===== config.mk =====
export PLATFORM = sky130hd
export DESIGN_NAME = ising_core_top
export DESIGN_NICKNAME = d
export VERILOG_FILES = /design/src/ising_pkg.sv /design/src/ising_core_top.sv /design/src/ising_sweep_ctrl.sv /design/src/ising_energy_calc.sv /design/src/ising_l1_mem.sv /design/src/ising_cfg_regs.sv
export SDC_FILE = /design/constraint.sdc
export NUM_CORES = 1
export LEC_CHECK = 0
export BUFFER_PORTS_ARGS = -buffer_cell sky130_fd_sc_hd__buf_2
export CELL_PAD_IN_SITES_DETAIL_PLACEMENT = 0
export CELL_PAD_IN_SITES_GLOBAL_PLACEMENT = 1
export CORE_MARGIN = 3
export CORE_UTILIZATION = 40
export DETAILED_ROUTE_END_ITERATION = 8
export PLACE_DENSITY = 0.65
export SYNTH_ARGS = -nofsm -noshare
export SYNTH_HDL_FRONTEND = slang
export SYNTH_HIERARCHICAL = 1
export SYNTH_SLANG_ARGS = --single-unit

===== constraint.sdc =====
create_clock -name clk_i -period 4.86 [get_ports clk_i]
set_clock_uncertainty 0.2 [all_clocks]
set_input_delay 0.972 -clock clk_i [delete_from_list [all_inputs] [get_ports clk_i]]
set_output_delay 0.972 -clock clk_i [all_outputs]
set_load 0.02 [all_outputs]

===== src/ising_pkg.sv =====
//////////////////////////////////////////////////////////////////////
// Ising core package
// sizes, enums and energy width shared by the whole core
//////////////////////////////////////////////////////////////////////
`default_nettype none

package ising_pkg;

    // spin array geometry
    localparam int NUM_SPIN    = 8;
    localparam int SPIN_IDX_W  = 3;

    // one J row holds eight signed couplings, coupling j at bits j*4 upward
    localparam int BIT_J       = 4;
    localparam int J_ROW_W     = NUM_SPIN * BIT_J;

    // flip pattern memory
    localparam int FLIP_DEPTH  = 8;
    localparam int FLIP_ADDR_W = 3;

    // iteration count, legal values 1 to 8
    localparam int ITER_W      = 4;

    // signed energy, |E| <= 8*8*8 so 12 bits leave headroom
    localparam int ENERGY_W    = 12;

    // result flow control
    localparam int RES_CREDITS = 2;
    localparam int CREDIT_W    = 2;

    // host write port
    localparam int HOST_DATA_W = 32;
    localparam int HOST_ADDR_W = 3;

    typedef enum logic [1:0] {
        TGT_CFG,
        TGT_JMEM,
        TGT_FLIP
    } host_target_e;

    typedef enum logic [HOST_ADDR_W-1:0] {
        CFG_ITER,
        CFG_SPIN_INIT,
        CFG_START
    } cfg_addr_e;

    typedef enum logic [2:0] {
        ST_IDLE,
        ST_WAIT_CREDIT,
        ST_FLIP_RD,
        ST_ROW_RD,
        ST_DRAIN,
        ST_EMIT
    } sweep_state_e;

endpackage

`default_nettype wire

===== src/ising_core_top.sv =====
//////////////////////////////////////////////////////////////////////
// Ising core top level
// config registers, J and flip memories, sweep controller, energy
//////////////////////////////////////////////////////////////////////
`timescale 1ns/1ps
`default_nettype none

module ising_core_top import ising_pkg::*; (
    input  logic                       clk_i,
    input  logic                       arst_n_i,
    input  logic                       host_we_i,
    input  host_target_e               host_sel_i,
    input  logic [HOST_ADDR_W-1:0]     host_addr_i,
    input  logic [HOST_DATA_W-1:0]     host_wdata_i,
    input  logic                       credit_return_i,
    output logic                       busy_o,
    output logic                       res_valid_o,
    output logic signed [ENERGY_W-1:0] res_energy_o,
    output logic [NUM_SPIN-1:0]        res_spin_o
);

    logic                       start;
    logic [ITER_W-1:0]          iter_num;
    logic [NUM_SPIN-1:0]        spin_init;
    logic                       flip_ren;
    logic [FLIP_ADDR_W-1:0]     flip_raddr;
    logic [NUM_SPIN-1:0]        flip_rdata;
    logic                       j_ren;
    logic [SPIN_IDX_W-1:0]      j_raddr;
    logic [J_ROW_W-1:0]         j_rdata;
    logic                       row_valid;
    logic                       row_last;
    logic [SPIN_IDX_W-1:0]      row_idx;
    logic [J_ROW_W-1:0]         j_row;
    logic [NUM_SPIN-1:0]        spin;
    logic                       energy_valid;
    logic signed [ENERGY_W-1:0] energy;

    ////////////////////////////////////////////////////////////////////
    // host side

    ising_cfg_regs i_cfg_regs (
        .clk_i        (clk_i                   ),
        .arst_n_i     (arst_n_i                ),
        .host_we_i    (host_we_i               ),
        .host_sel_i   (host_sel_i              ),
        .host_addr_i  (cfg_addr_e'(host_addr_i)),
        .host_wdata_i (host_wdata_i            ),
        .busy_i       (busy_o                  ),
        .start_o      (start                   ),
        .iter_num_o   (iter_num                ),
        .spin_init_o  (spin_init               )
    );

    ising_l1_mem #(
        .DEPTH        (NUM_SPIN                ),
        .WIDTH        (J_ROW_W                 ),
        .TARGET       (TGT_JMEM                )
    ) i_l1_mem_j (
        .clk_i        (clk_i                   ),
        .arst_n_i     (arst_n_i                ),
        .host_we_i    (host_we_i               ),
        .host_sel_i   (host_sel_i              ),
        .host_addr_i  (host_addr_i             ),
        .host_wdata_i (host_wdata_i            ),
        .ren_i        (j_ren                   ),
        .raddr_i      (j_raddr                 ),
        .rdata_o      (j_rdata                 )
    );

    ising_l1_mem #(
        .DEPTH        (FLIP_DEPTH              ),
        .WIDTH        (NUM_SPIN                ),
        .TARGET       (TGT_FLIP                )
    ) i_l1_mem_flip (
        .clk_i        (clk_i                   ),
        .arst_n_i     (arst_n_i                ),
        .host_we_i    (host_we_i               ),
        .host_sel_i   (host_sel_i              ),
        .host_addr_i  (host_addr_i             ),
        .host_wdata_i (host_wdata_i            ),
        .ren_i        (flip_ren                ),
        .raddr_i      (flip_raddr              ),
        .rdata_o      (flip_rdata              )
    );

    ////////////////////////////////////////////////////////////////////
    // compute side

    ising_sweep_ctrl i_sweep_ctrl (
        .clk_i           (clk_i           ),
        .arst_n_i        (arst_n_i        ),
        .start_i         (start           ),
        .iter_num_i      (iter_num        ),
        .spin_init_i     (spin_init       ),
        .flip_ren_o      (flip_ren        ),
        .flip_raddr_o    (flip_raddr      ),
        .flip_rdata_i    (flip_rdata      ),
        .j_ren_o         (j_ren           ),
        .j_raddr_o       (j_raddr         ),
        .j_rdata_i       (j_rdata         ),
        .row_valid_o     (row_valid       ),
        .row_last_o      (row_last        ),
        .row_idx_o       (row_idx         ),
        .j_row_o         (j_row           ),
        .spin_o          (spin            ),
        .energy_valid_i  (energy_valid    ),
        .energy_i        (energy          ),
        .credit_return_i (credit_return_i ),
        .busy_o          (busy_o          ),
        .res_valid_o     (res_valid_o     ),
        .res_energy_o    (res_energy_o    ),
        .res_spin_o      (res_spin_o      )
    );

    ising_energy_calc i_energy_calc (
        .clk_i           (clk_i           ),
        .arst_n_i        (arst_n_i        ),
        .row_valid_i     (row_valid       ),
        .row_last_i      (row_last        ),
        .row_idx_i       (row_idx         ),
        .j_row_i         (j_row           ),
        .spin_i          (spin            ),
        .energy_valid_o  (energy_valid    ),
        .energy_o        (energy          )
    );

endmodule

`default_nettype wire


===== src/ising_sweep_ctrl.sv =====
//////////////////////////////////////////////////////////////////////
// Ising sweep controller
// iteration FSM, memory reads, spin update and result credits
//////////////////////////////////////////////////////////////////////
`timescale 1ns/1ps
`default_nettype none

module ising_sweep_ctrl import ising_pkg::*; (
    input  logic                       clk_i,
    input  logic                       arst_n_i,
    input  logic                       start_i,
    input  logic [ITER_W-1:0]          iter_num_i,
    input  logic [NUM_SPIN-1:0]        spin_init_i,
    output logic                       flip_ren_o,
    output logic [FLIP_ADDR_W-1:0]     flip_raddr_o,
    input  logic [NUM_SPIN-1:0]        flip_rdata_i,
    output logic                       j_ren_o,
    output logic [SPIN_IDX_W-1:0]      j_raddr_o,
    input  logic [J_ROW_W-1:0]         j_rdata_i,
    output logic                       row_valid_o,
    output logic                       row_last_o,
    output logic [SPIN_IDX_W-1:0]      row_idx_o,
    output logic [J_ROW_W-1:0]         j_row_o,
    output logic [NUM_SPIN-1:0]        spin_o,
    input  logic                       energy_valid_i,
    input  logic signed [ENERGY_W-1:0] energy_i,
    input  logic                       credit_return_i,
    output logic                       busy_o,
    output logic                       res_valid_o,
    output logic signed [ENERGY_W-1:0] res_energy_o,
    output logic [NUM_SPIN-1:0]        res_spin_o
);

    sweep_state_e          state_q;
    logic                  flip_wait_q;
    logic [SPIN_IDX_W-1:0] row_cnt_q;
    logic [ITER_W-1:0]     iter_idx_q;
    logic [ITER_W-1:0]     iter_num_q;
    logic [NUM_SPIN-1:0]   spin_q;
    logic [CREDIT_W-1:0]   credit_cnt_q;
    logic                  spend;
    logic                  row_last;

    // a credit is taken when the iteration begins, not at emission
    assign spend    = (state_q == ST_WAIT_CREDIT) && (credit_cnt_q != '0);
    assign row_last = (row_cnt_q == SPIN_IDX_W'(NUM_SPIN - 1));

    assign busy_o       = (state_q != ST_IDLE);
    assign flip_ren_o   = (state_q == ST_FLIP_RD) && !flip_wait_q;
    assign flip_raddr_o = iter_idx_q[FLIP_ADDR_W-1:0];
    assign j_ren_o      = (state_q == ST_ROW_RD);
    assign j_raddr_o    = row_cnt_q;
    assign j_row_o      = j_rdata_i;
    assign spin_o       = spin_q;

    ////////////////////////////////////////////////////////////////////
    // FSM

    always_ff @(posedge clk_i or negedge arst_n_i) begin
        if (!arst_n_i) begin
            state_q      <= ST_IDLE;
            flip_wait_q  <= 1'b0;
            row_cnt_q    <= '0;
            iter_idx_q   <= '0;
            iter_num_q   <= '0;
            spin_q       <= '0;
            credit_cnt_q <= CREDIT_W'(RES_CREDITS);
            res_valid_o  <= 1'b0;
        end else begin
            credit_cnt_q <= credit_cnt_q + CREDIT_W'(credit_return_i) - CREDIT_W'(spend);
            res_valid_o  <= 1'b0;
            unique case (state_q)
                ST_IDLE: begin
                    if (start_i) begin
                        spin_q     <= spin_init_i;
                        iter_num_q <= iter_num_i;
                        iter_idx_q <= '0;
                        state_q    <= ST_WAIT_CREDIT;
                    end
                end
                // spin state is frozen while no credit is left
                ST_WAIT_CREDIT: begin
                    if (spend) begin
                        state_q <= ST_FLIP_RD;
                    end
                end
                // first cycle issues the read, second applies the mask
                ST_FLIP_RD: begin
                    flip_wait_q <= !flip_wait_q;
                    if (flip_wait_q) begin
                        spin_q    <= spin_q ^ flip_rdata_i;
                        row_cnt_q <= '0;
                        state_q   <= ST_ROW_RD;
                    end
                end
                ST_ROW_RD: begin
                    row_cnt_q <= row_cnt_q + 1'b1;
                    if (row_last) begin
                        state_q <= ST_DRAIN;
                    end
                end
                ST_DRAIN: begin
                    if (energy_valid_i) begin
                        res_valid_o <= 1'b1;
                        state_q     <= ST_EMIT;
                    end
                end
                ST_EMIT: begin
                    iter_idx_q <= iter_idx_q + 1'b1;
                    if (iter_idx_q + 1'b1 == iter_num_q) begin
                        state_q <= ST_IDLE;
                    end else begin
                        state_q <= ST_WAIT_CREDIT;
                    end
                end
                default: state_q <= ST_IDLE;
            endcase
        end
    end

    // memory data comes one cycle after the read, delay index and last
    always_ff @(posedge clk_i or negedge arst_n_i) begin
        if (!arst_n_i) begin
            row_valid_o <= 1'b0;
            row_last_o  <= 1'b0;
            row_idx_o   <= '0;
        end else begin
            row_valid_o <= j_ren_o;
            row_last_o  <= j_ren_o && row_last;
            row_idx_o   <= row_cnt_q;
        end
    end

    // result payload
    always_ff @(posedge clk_i) begin
        if ((state_q == ST_DRAIN) && energy_valid_i) begin
            res_energy_o <= energy_i;
            res_spin_o   <= spin_q;
        end
    end

    assert property (@(posedge clk_i) disable iff (!arst_n_i)
        credit_cnt_q <= CREDIT_W'(RES_CREDITS))
        else $error("more credits returned than issued");

    assert property (@(posedge clk_i) disable iff (!arst_n_i)
        $rose(res_valid_o) |-> (state_q == ST_EMIT))
        else $error("result valid outside the emit state");

endmodule

`default_nettype wire


===== src/ising_energy_calc.sv =====
//////////////////////////////////////////////////////////////////////
// Ising energy calculator
// three-stage pipe: sign-corrected couplings, row sum, accumulation
//////////////////////////////////////////////////////////////////////
`timescale 1ns/1ps
`default_nettype none

module ising_energy_calc import ising_pkg::*; (
    input  logic                       clk_i,
    input  logic                       arst_n_i,
    input  logic                       row_valid_i,
    input  logic                       row_last_i,
    input  logic [SPIN_IDX_W-1:0]      row_idx_i,
    input  logic [J_ROW_W-1:0]         j_row_i,
    input  logic [NUM_SPIN-1:0]        spin_i,
    output logic                       energy_valid_o,
    output logic signed [ENERGY_W-1:0] energy_o
);

    // one extra bit so that -(-8) fits
    logic signed [BIT_J:0]    term_d [NUM_SPIN];
    logic signed [BIT_J:0]    term_q [NUM_SPIN];
    logic signed [ENERGY_W-1:0] row_sum_d;
    logic signed [ENERGY_W-1:0] row_sum_q;
    logic signed [ENERGY_W-1:0] acc_q;
    logic v1_q, last1_q;
    logic v2_q, last2_q;

    ////////////////////////////////////////////////////////////////////
    // stage 1: J[i][j] * s_i * s_j

    // equal spins keep the coupling, opposite spins negate it
    always_comb begin
        for (int j = 0; j < NUM_SPIN; j++) begin
            term_d[j] = signed'(j_row_i[j*BIT_J +: BIT_J]);
            if (spin_i[row_idx_i] != spin_i[j]) begin
                term_d[j] = -term_d[j];
            end
        end
    end

    always_ff @(posedge clk_i) begin
        term_q <= term_d;
    end

    ////////////////////////////////////////////////////////////////////
    // stage 2: row sum

    always_comb begin
        row_sum_d = '0;
        for (int j = 0; j < NUM_SPIN; j++) begin
            row_sum_d = row_sum_d + term_q[j];
        end
    end

    always_ff @(posedge clk_i) begin
        row_sum_q <= row_sum_d;
    end

    // valid and last ride along with the data
    always_ff @(posedge clk_i or negedge arst_n_i) begin
        if (!arst_n_i) begin
            v1_q    <= 1'b0;
            last1_q <= 1'b0;
            v2_q    <= 1'b0;
            last2_q <= 1'b0;
        end else begin
            v1_q    <= row_valid_i;
            last1_q <= row_valid_i && row_last_i;
            v2_q    <= v1_q;
            last2_q <= last1_q;
        end
    end

    ////////////////////////////////////////////////////////////////////
    // stage 3: accumulate, negate on the last row

    always_ff @(posedge clk_i or negedge arst_n_i) begin
        if (!arst_n_i) begin
            acc_q          <= '0;
            energy_o       <= '0;
            energy_valid_o <= 1'b0;
        end else begin
            energy_valid_o <= 1'b0;
            if (v2_q && last2_q) begin
                energy_o       <= -(acc_q + row_sum_q);
                energy_valid_o <= 1'b1;
                acc_q          <= '0;
            end else if (v2_q) begin
                acc_q <= acc_q + row_sum_q;
            end
        end
    end

endmodule

`default_nettype wire


===== src/ising_l1_mem.sv =====
//////////////////////////////////////////////////////////////////////
// Ising L1 memory
// register array with host write port and 1-cycle engine read port
//////////////////////////////////////////////////////////////////////
`timescale 1ns/1ps
`default_nettype none

module ising_l1_mem import ising_pkg::*; #(
    parameter int           DEPTH  = NUM_SPIN,
    parameter int           WIDTH  = J_ROW_W,
    parameter host_target_e TARGET = TGT_JMEM
) (
    input  logic                     clk_i,
    input  logic                     arst_n_i,
    input  logic                     host_we_i,
    input  host_target_e             host_sel_i,
    input  logic [HOST_ADDR_W-1:0]   host_addr_i,
    input  logic [HOST_DATA_W-1:0]   host_wdata_i,
    input  logic                     ren_i,
    input  logic [$clog2(DEPTH)-1:0] raddr_i,
    output logic [WIDTH-1:0]         rdata_o
);

    logic [WIDTH-1:0] mem_q [DEPTH];

    // host side, only writes aimed at this instance
    always_ff @(posedge clk_i) begin
        if (host_we_i && (host_sel_i == TARGET)) begin
            mem_q[host_addr_i] <= host_wdata_i[WIDTH-1:0];
        end
    end

    // engine side, data holds until the next read
    always_ff @(posedge clk_i or negedge arst_n_i) begin
        if (!arst_n_i) begin
            rdata_o <= '0;
        end else if (ren_i) begin
            rdata_o <= mem_q[raddr_i];
        end
    end

    assert property (@(posedge clk_i) disable iff (!arst_n_i)
        ren_i |-> (int'(raddr_i) < DEPTH))
        else $error("read address beyond memory depth");

endmodule

`default_nettype wire


===== src/ising_cfg_regs.sv =====
//////////////////////////////////////////////////////////////////////
// Ising configuration registers
// iteration count, initial spin and start pulse from host writes
//////////////////////////////////////////////////////////////////////
`timescale 1ns/1ps
`default_nettype none

module ising_cfg_regs import ising_pkg::*; (
    input  logic                   clk_i,
    input  logic                   arst_n_i,
    input  logic                   host_we_i,
    input  host_target_e           host_sel_i,
    input  cfg_addr_e              host_addr_i,
    input  logic [HOST_DATA_W-1:0] host_wdata_i,
    input  logic                   busy_i,
    output logic                   start_o,
    output logic [ITER_W-1:0]      iter_num_o,
    output logic [NUM_SPIN-1:0]    spin_init_o
);

    logic cfg_we;

    assign cfg_we = host_we_i && (host_sel_i == TGT_CFG);

    always_ff @(posedge clk_i or negedge arst_n_i) begin
        if (!arst_n_i) begin
            start_o     <= 1'b0;
            iter_num_o  <= '0;
            spin_init_o <= '0;
        end else begin
            start_o <= 1'b0;
            if (cfg_we) begin
                unique case (host_addr_i)
                    CFG_ITER:      iter_num_o  <= host_wdata_i[ITER_W-1:0];
                    CFG_SPIN_INIT: spin_init_o <= host_wdata_i[NUM_SPIN-1:0];
                    // a pulse still in flight counts as busy too,
                    // the controller raises busy one cycle later
                    CFG_START:     start_o     <= !busy_i && !start_o;
                    default:       ;
                endcase
            end
        end
    end

    // busy comes back from the controller a cycle after the pulse
    assert property (@(posedge clk_i) disable iff (!arst_n_i)
        start_o |-> !busy_i)
        else $error("start pulse issued while the core is busy");

endmodule

`default_nettype wire


==> flow_metrics.tcl <==
set metrics [dict create \
    grt_pass1_wl_um 71900 \
    reg2reg_to "i_energy_calc/row_sum_q[8]$_DFF_P_" \
    final_layout_size_suffix_gt1_share_pct 14.5 \
    coreArea_um2 54100 \
    boundaryPins 63 \
    fin_cells 2301 \
    drt_iter0_markers 802 \
    dpl.hpwl_um 28800 \
    cts_root_buf "clkbuf_16" \
    drc 0 \
    io_buffers 62 \
    setup_viol 0 \
    synthMuxAreaShare_pct 7.33 \
    ys_ff_latch 505 \
    synth_xor_area_share_pct 2.34 \
    clkSlewWorstSetupHoldPaths_ps 60 \
    clk_latency_ps 600 \
    placedInstanceArea_um2 22700 \
    status "finished clean" \
    path_class "register to register" \
    worstPathCellList "inv_1 -> fa_1 -> inv_1 -> fa_1 -> fa_1 -> inv_1 -> fa_1 -> inv_1 -> ha_1 -> fa_1 -> a21oi_1 -> nor2_1 -> nor2_1 -> nor2b_1 -> o21ai_0 -> nand2b_1 -> xor2_1" \
    num_antenna_cells 0 \
    yosysWarnings 6 \
    wirelength_um 45700 \
    fmax_mhz 230 \
    grt-ovfl-total 0 \
    reg2reg_slack_ps 520 \
    cts_tree "done" \
    synthCells 1522 \
    rsz0062_at_grt "false" \
    synth_top_family_by_area "compound AO/OA/AOI/OAI gates" \
    crit_fanout 2 \
    reg2reg_from "i_energy_calc/term_q[2]$_DFF_P_" \
    final_area_um2 24400 \
    min_path_type "register to register" \
    synthSimpleGateAreaFrac_pct 7.21 \
    min_period_ps 4340 \
    fin_hold_ws_ps 150 \
    postCtsSetupBuffers 0 \
    clock-sinks 505 \
    postCtsHoldBufs 0 \
    finalWeightedCongestion 0.774 \
    max_stage_delay_ps 540 \
    synth_cell_type_count 77 \
    timing.critical_path.from "i_energy_calc/term_q[2]$_DFF_P_" \
    hold_violations 0 \
    detail_route.wl_per_cell_um 19.9 \
    grt_max_degree 65 \
    multi_input_area_um2 6800 \
    synth-main-ff-cell "edfxtp_1" \
    cts_buffers 52 \
    antenna_found_initial 0 \
    seq_area_frac_synth_pct 64.1 \
    fin_crit_sh_pct 89.3 \
    via_per_inst 5.17 \
    ctsResizeCount 0 \
    synth_edf_count 340 \
    crit_path_frequent_cell "fa_1" \
    die_w_um 240 \
    dr.pass1.iters 5 \
    fillers 4744 \
    slew-limit-headroom_pct 12.9 \
    synth.avg_cell_area_um2 14.4 \
    worstSetupEndpoint "i_energy_calc/row_sum_q[8]$_DFF_P_" \
    slew_violations 0 \
    nNetsFinal 1672 \
    finalSetupTns_ps 0 \
    htree_levels 2 \
    synth_compound_area_share_pct 8.59 \
    grtUsageTotal_pct 16.2 \
    die_area_um2 57800 \
    vias 11889 \
    worstPathRequired_ps 5140 \
    syn-cell-area_um2 22000 \
    core.rowCount 85 \
    die_h_um 240 \
    async_reset_ff_share_pct 22.4 \
    critPathSlowestCell "fa_1" \
    area_delta_synth_final_pct 11.1 \
    synthAdderAreaFrac_pct 5.18 \
    worst_pin_slew_ps 1300 \
    initial_utilization_pct 40.6 \
    regArea_um2 14100 \
    r2r.worst_path.cells 17 \
    maxCapViolCount 0 \
    placedCellCount 2203 \
    start_kind "register" \
    clockBufferDepth 3 \
    antenna_left 0 \
    endpoint_kind "register" \
    grt_pass1_vias 12018 \
    cp_data_arrival_time_ps 4620 \
    synth_nets 1633 \
]
-- Yosys cell counts (19+ instances only) --
| cell type | n | share of area, % |
|---|---|---|
| edfxtp_1 | 340 | 46 |
| mux2i_1 | 122 | 5.6 |
| dfrtp_1 | 112 | 13 |
| inv_1 | 110 | 1.9 |
| nor2b_1 | 95 | 2.7 |
| nand3_1 | 56 | 1.3 |
| dfxtp_1 | 52 | 4.7 |
| xnor2_1 | 44 | 1.8 |
| a211o_1 | 41 | 1.6 |
| a22oi_1 | 40 | 1.4 |
| a41o_1 | 40 | 1.8 |
| buf_4 | 40 | 1.4 |
| nand2_1 | 40 | 0.68 |
| a21oi_1 | 39 | 0.89 |
| o21ai_0 | 37 | 0.84 |
| fa_1 | 35 | 3.2 |
| ha_1 | 35 | 2.0 |
| nor2_1 | 26 | 0.44 |
| buf_6 | 20 | 1.0 |
| clkbuf_1 | 19 | 0.32 |
-- worst min path at each step --
stage                                            to  cells after the start                          startpoint
global route           i_energy_calc/v1_q$_DFF_PN0_                      0  i_sweep_ctrl/row_valid_o$_DFF_PN0_
global placement    i_energy_calc/last2_q$_DFF_PN0_                      0     i_energy_calc/last1_q$_DFF_PN0_
CTS                 i_energy_calc/last2_q$_DFF_PN0_                      0     i_energy_calc/last1_q$_DFF_PN0_
finish                 i_energy_calc/v2_q$_DFF_PN0_                      0        i_energy_calc/v1_q$_DFF_PN0_
detailed placement  i_energy_calc/last2_q$_DFF_PN0_                      0     i_energy_calc/last1_q$_DFF_PN0_
floorplan           i_energy_calc/last2_q$_DFF_PN0_                      0     i_energy_calc/last1_q$_DFF_PN0_
-- logic make-up after synthesis --
group	Yosys count
and+or+nand+nor	276
adders and majority gates	70
buffers and inverters	212
muxes	151
xor gates and xnor gates	57
DFF	505
AOI/OAI and AO/OA	251
-- registers in the layout (all words and copies together) (netlist names), 12 cells and up --
| register | cells |
|---|---|
| i_l1_mem_j/mem_q | 256 |
| i_l1_mem_flip/mem_q | 64 |
| i_energy_calc/term_q | 40 |
| i_l1_mem_j/rdata_o | 32 |
| i_energy_calc/acc_q | 12 |
| i_energy_calc/energy_o | 12 |
| i_energy_calc/row_sum_q | 12 |
| i_sweep_ctrl/res_energy_o | 12 |
-- through the flow --
stage | setup WS [ps] | util [%]
after floorplan | 588 | -
after global placement | 488 | 41.9
after detailed placement | 504 | 41.9
after CTS | 480 | 45.1
after global routing | 259 | 45.1
final | 519 | 45.1
-- cells in the final DEF (no fill, tap or decap), types with 11 or more instances in the layout --
cell type | Yosys | final
clkbuf_1 | 19 | 18
nand3_1 | 56 | 56
nor2b_1 | 95 | 94
nand2b_1 | 12 | 12
o22ai_1 | 11 | 11
buf_4 | 40 | 24
nor2_1 | 26 | 20
edfxtp_1 | 340 | 340
fa_1 | 35 | 35
o31ai_1 | 12 | 12
clkbuf_8 | 1 | 11
ha_1 | 35 | 35
a22oi_1 | 40 | 40
a211o_1 | 41 | 41
inv_1 | 110 | 109
xor2_1 | 11 | 11
clkbuf_16 | 0 | 54
buf_2 | 18 | 61
nand2_1 | 40 | 40
a21oi_1 | 39 | 39
xnor2_1 | 44 | 44
o21ai_0 | 37 | 37
a41o_1 | 40 | 40
dfrtp_1 | 112 | 110
dfxtp_1 | 52 | 52
mux2_2 | 18 | 18
mux2i_1 | 122 | 122
-- layout make-up --
| type | count | area share, % |
|---|---|---|
| sequential | 505 | 57.7 |
| multi-input combinational | 805 | 27.9 |
| clock buffer | 83 | 6.43 |
| tap | 696 | 3.57 |
| timing repair buffer | 87 | 2.15 |
| inverter | 110 | 1.69 |
| clock inverter | 15 | 0.590 |
-- critical path: cells and delay by family (launching register included) --
family	cells	cell delay [ps]
AOI/OAI and AO/OA	2	310
DFF	1	310
adders and majority gates	6	2710
xor gates and xnor gates	1	140
and+or+nand+nor	4	350
buffers and inverters	4	190
-- routing by layer --
layer	part of all wire [%]	track usage [%]
met3	4.2	2.41
met2	47	26.4
met1	46	22.9
met5	0	0
met4	2.0	4.41
Power is not shown: default switching activity piles up to over one toggle a cycle in this logic, so the estimate is an artifact.
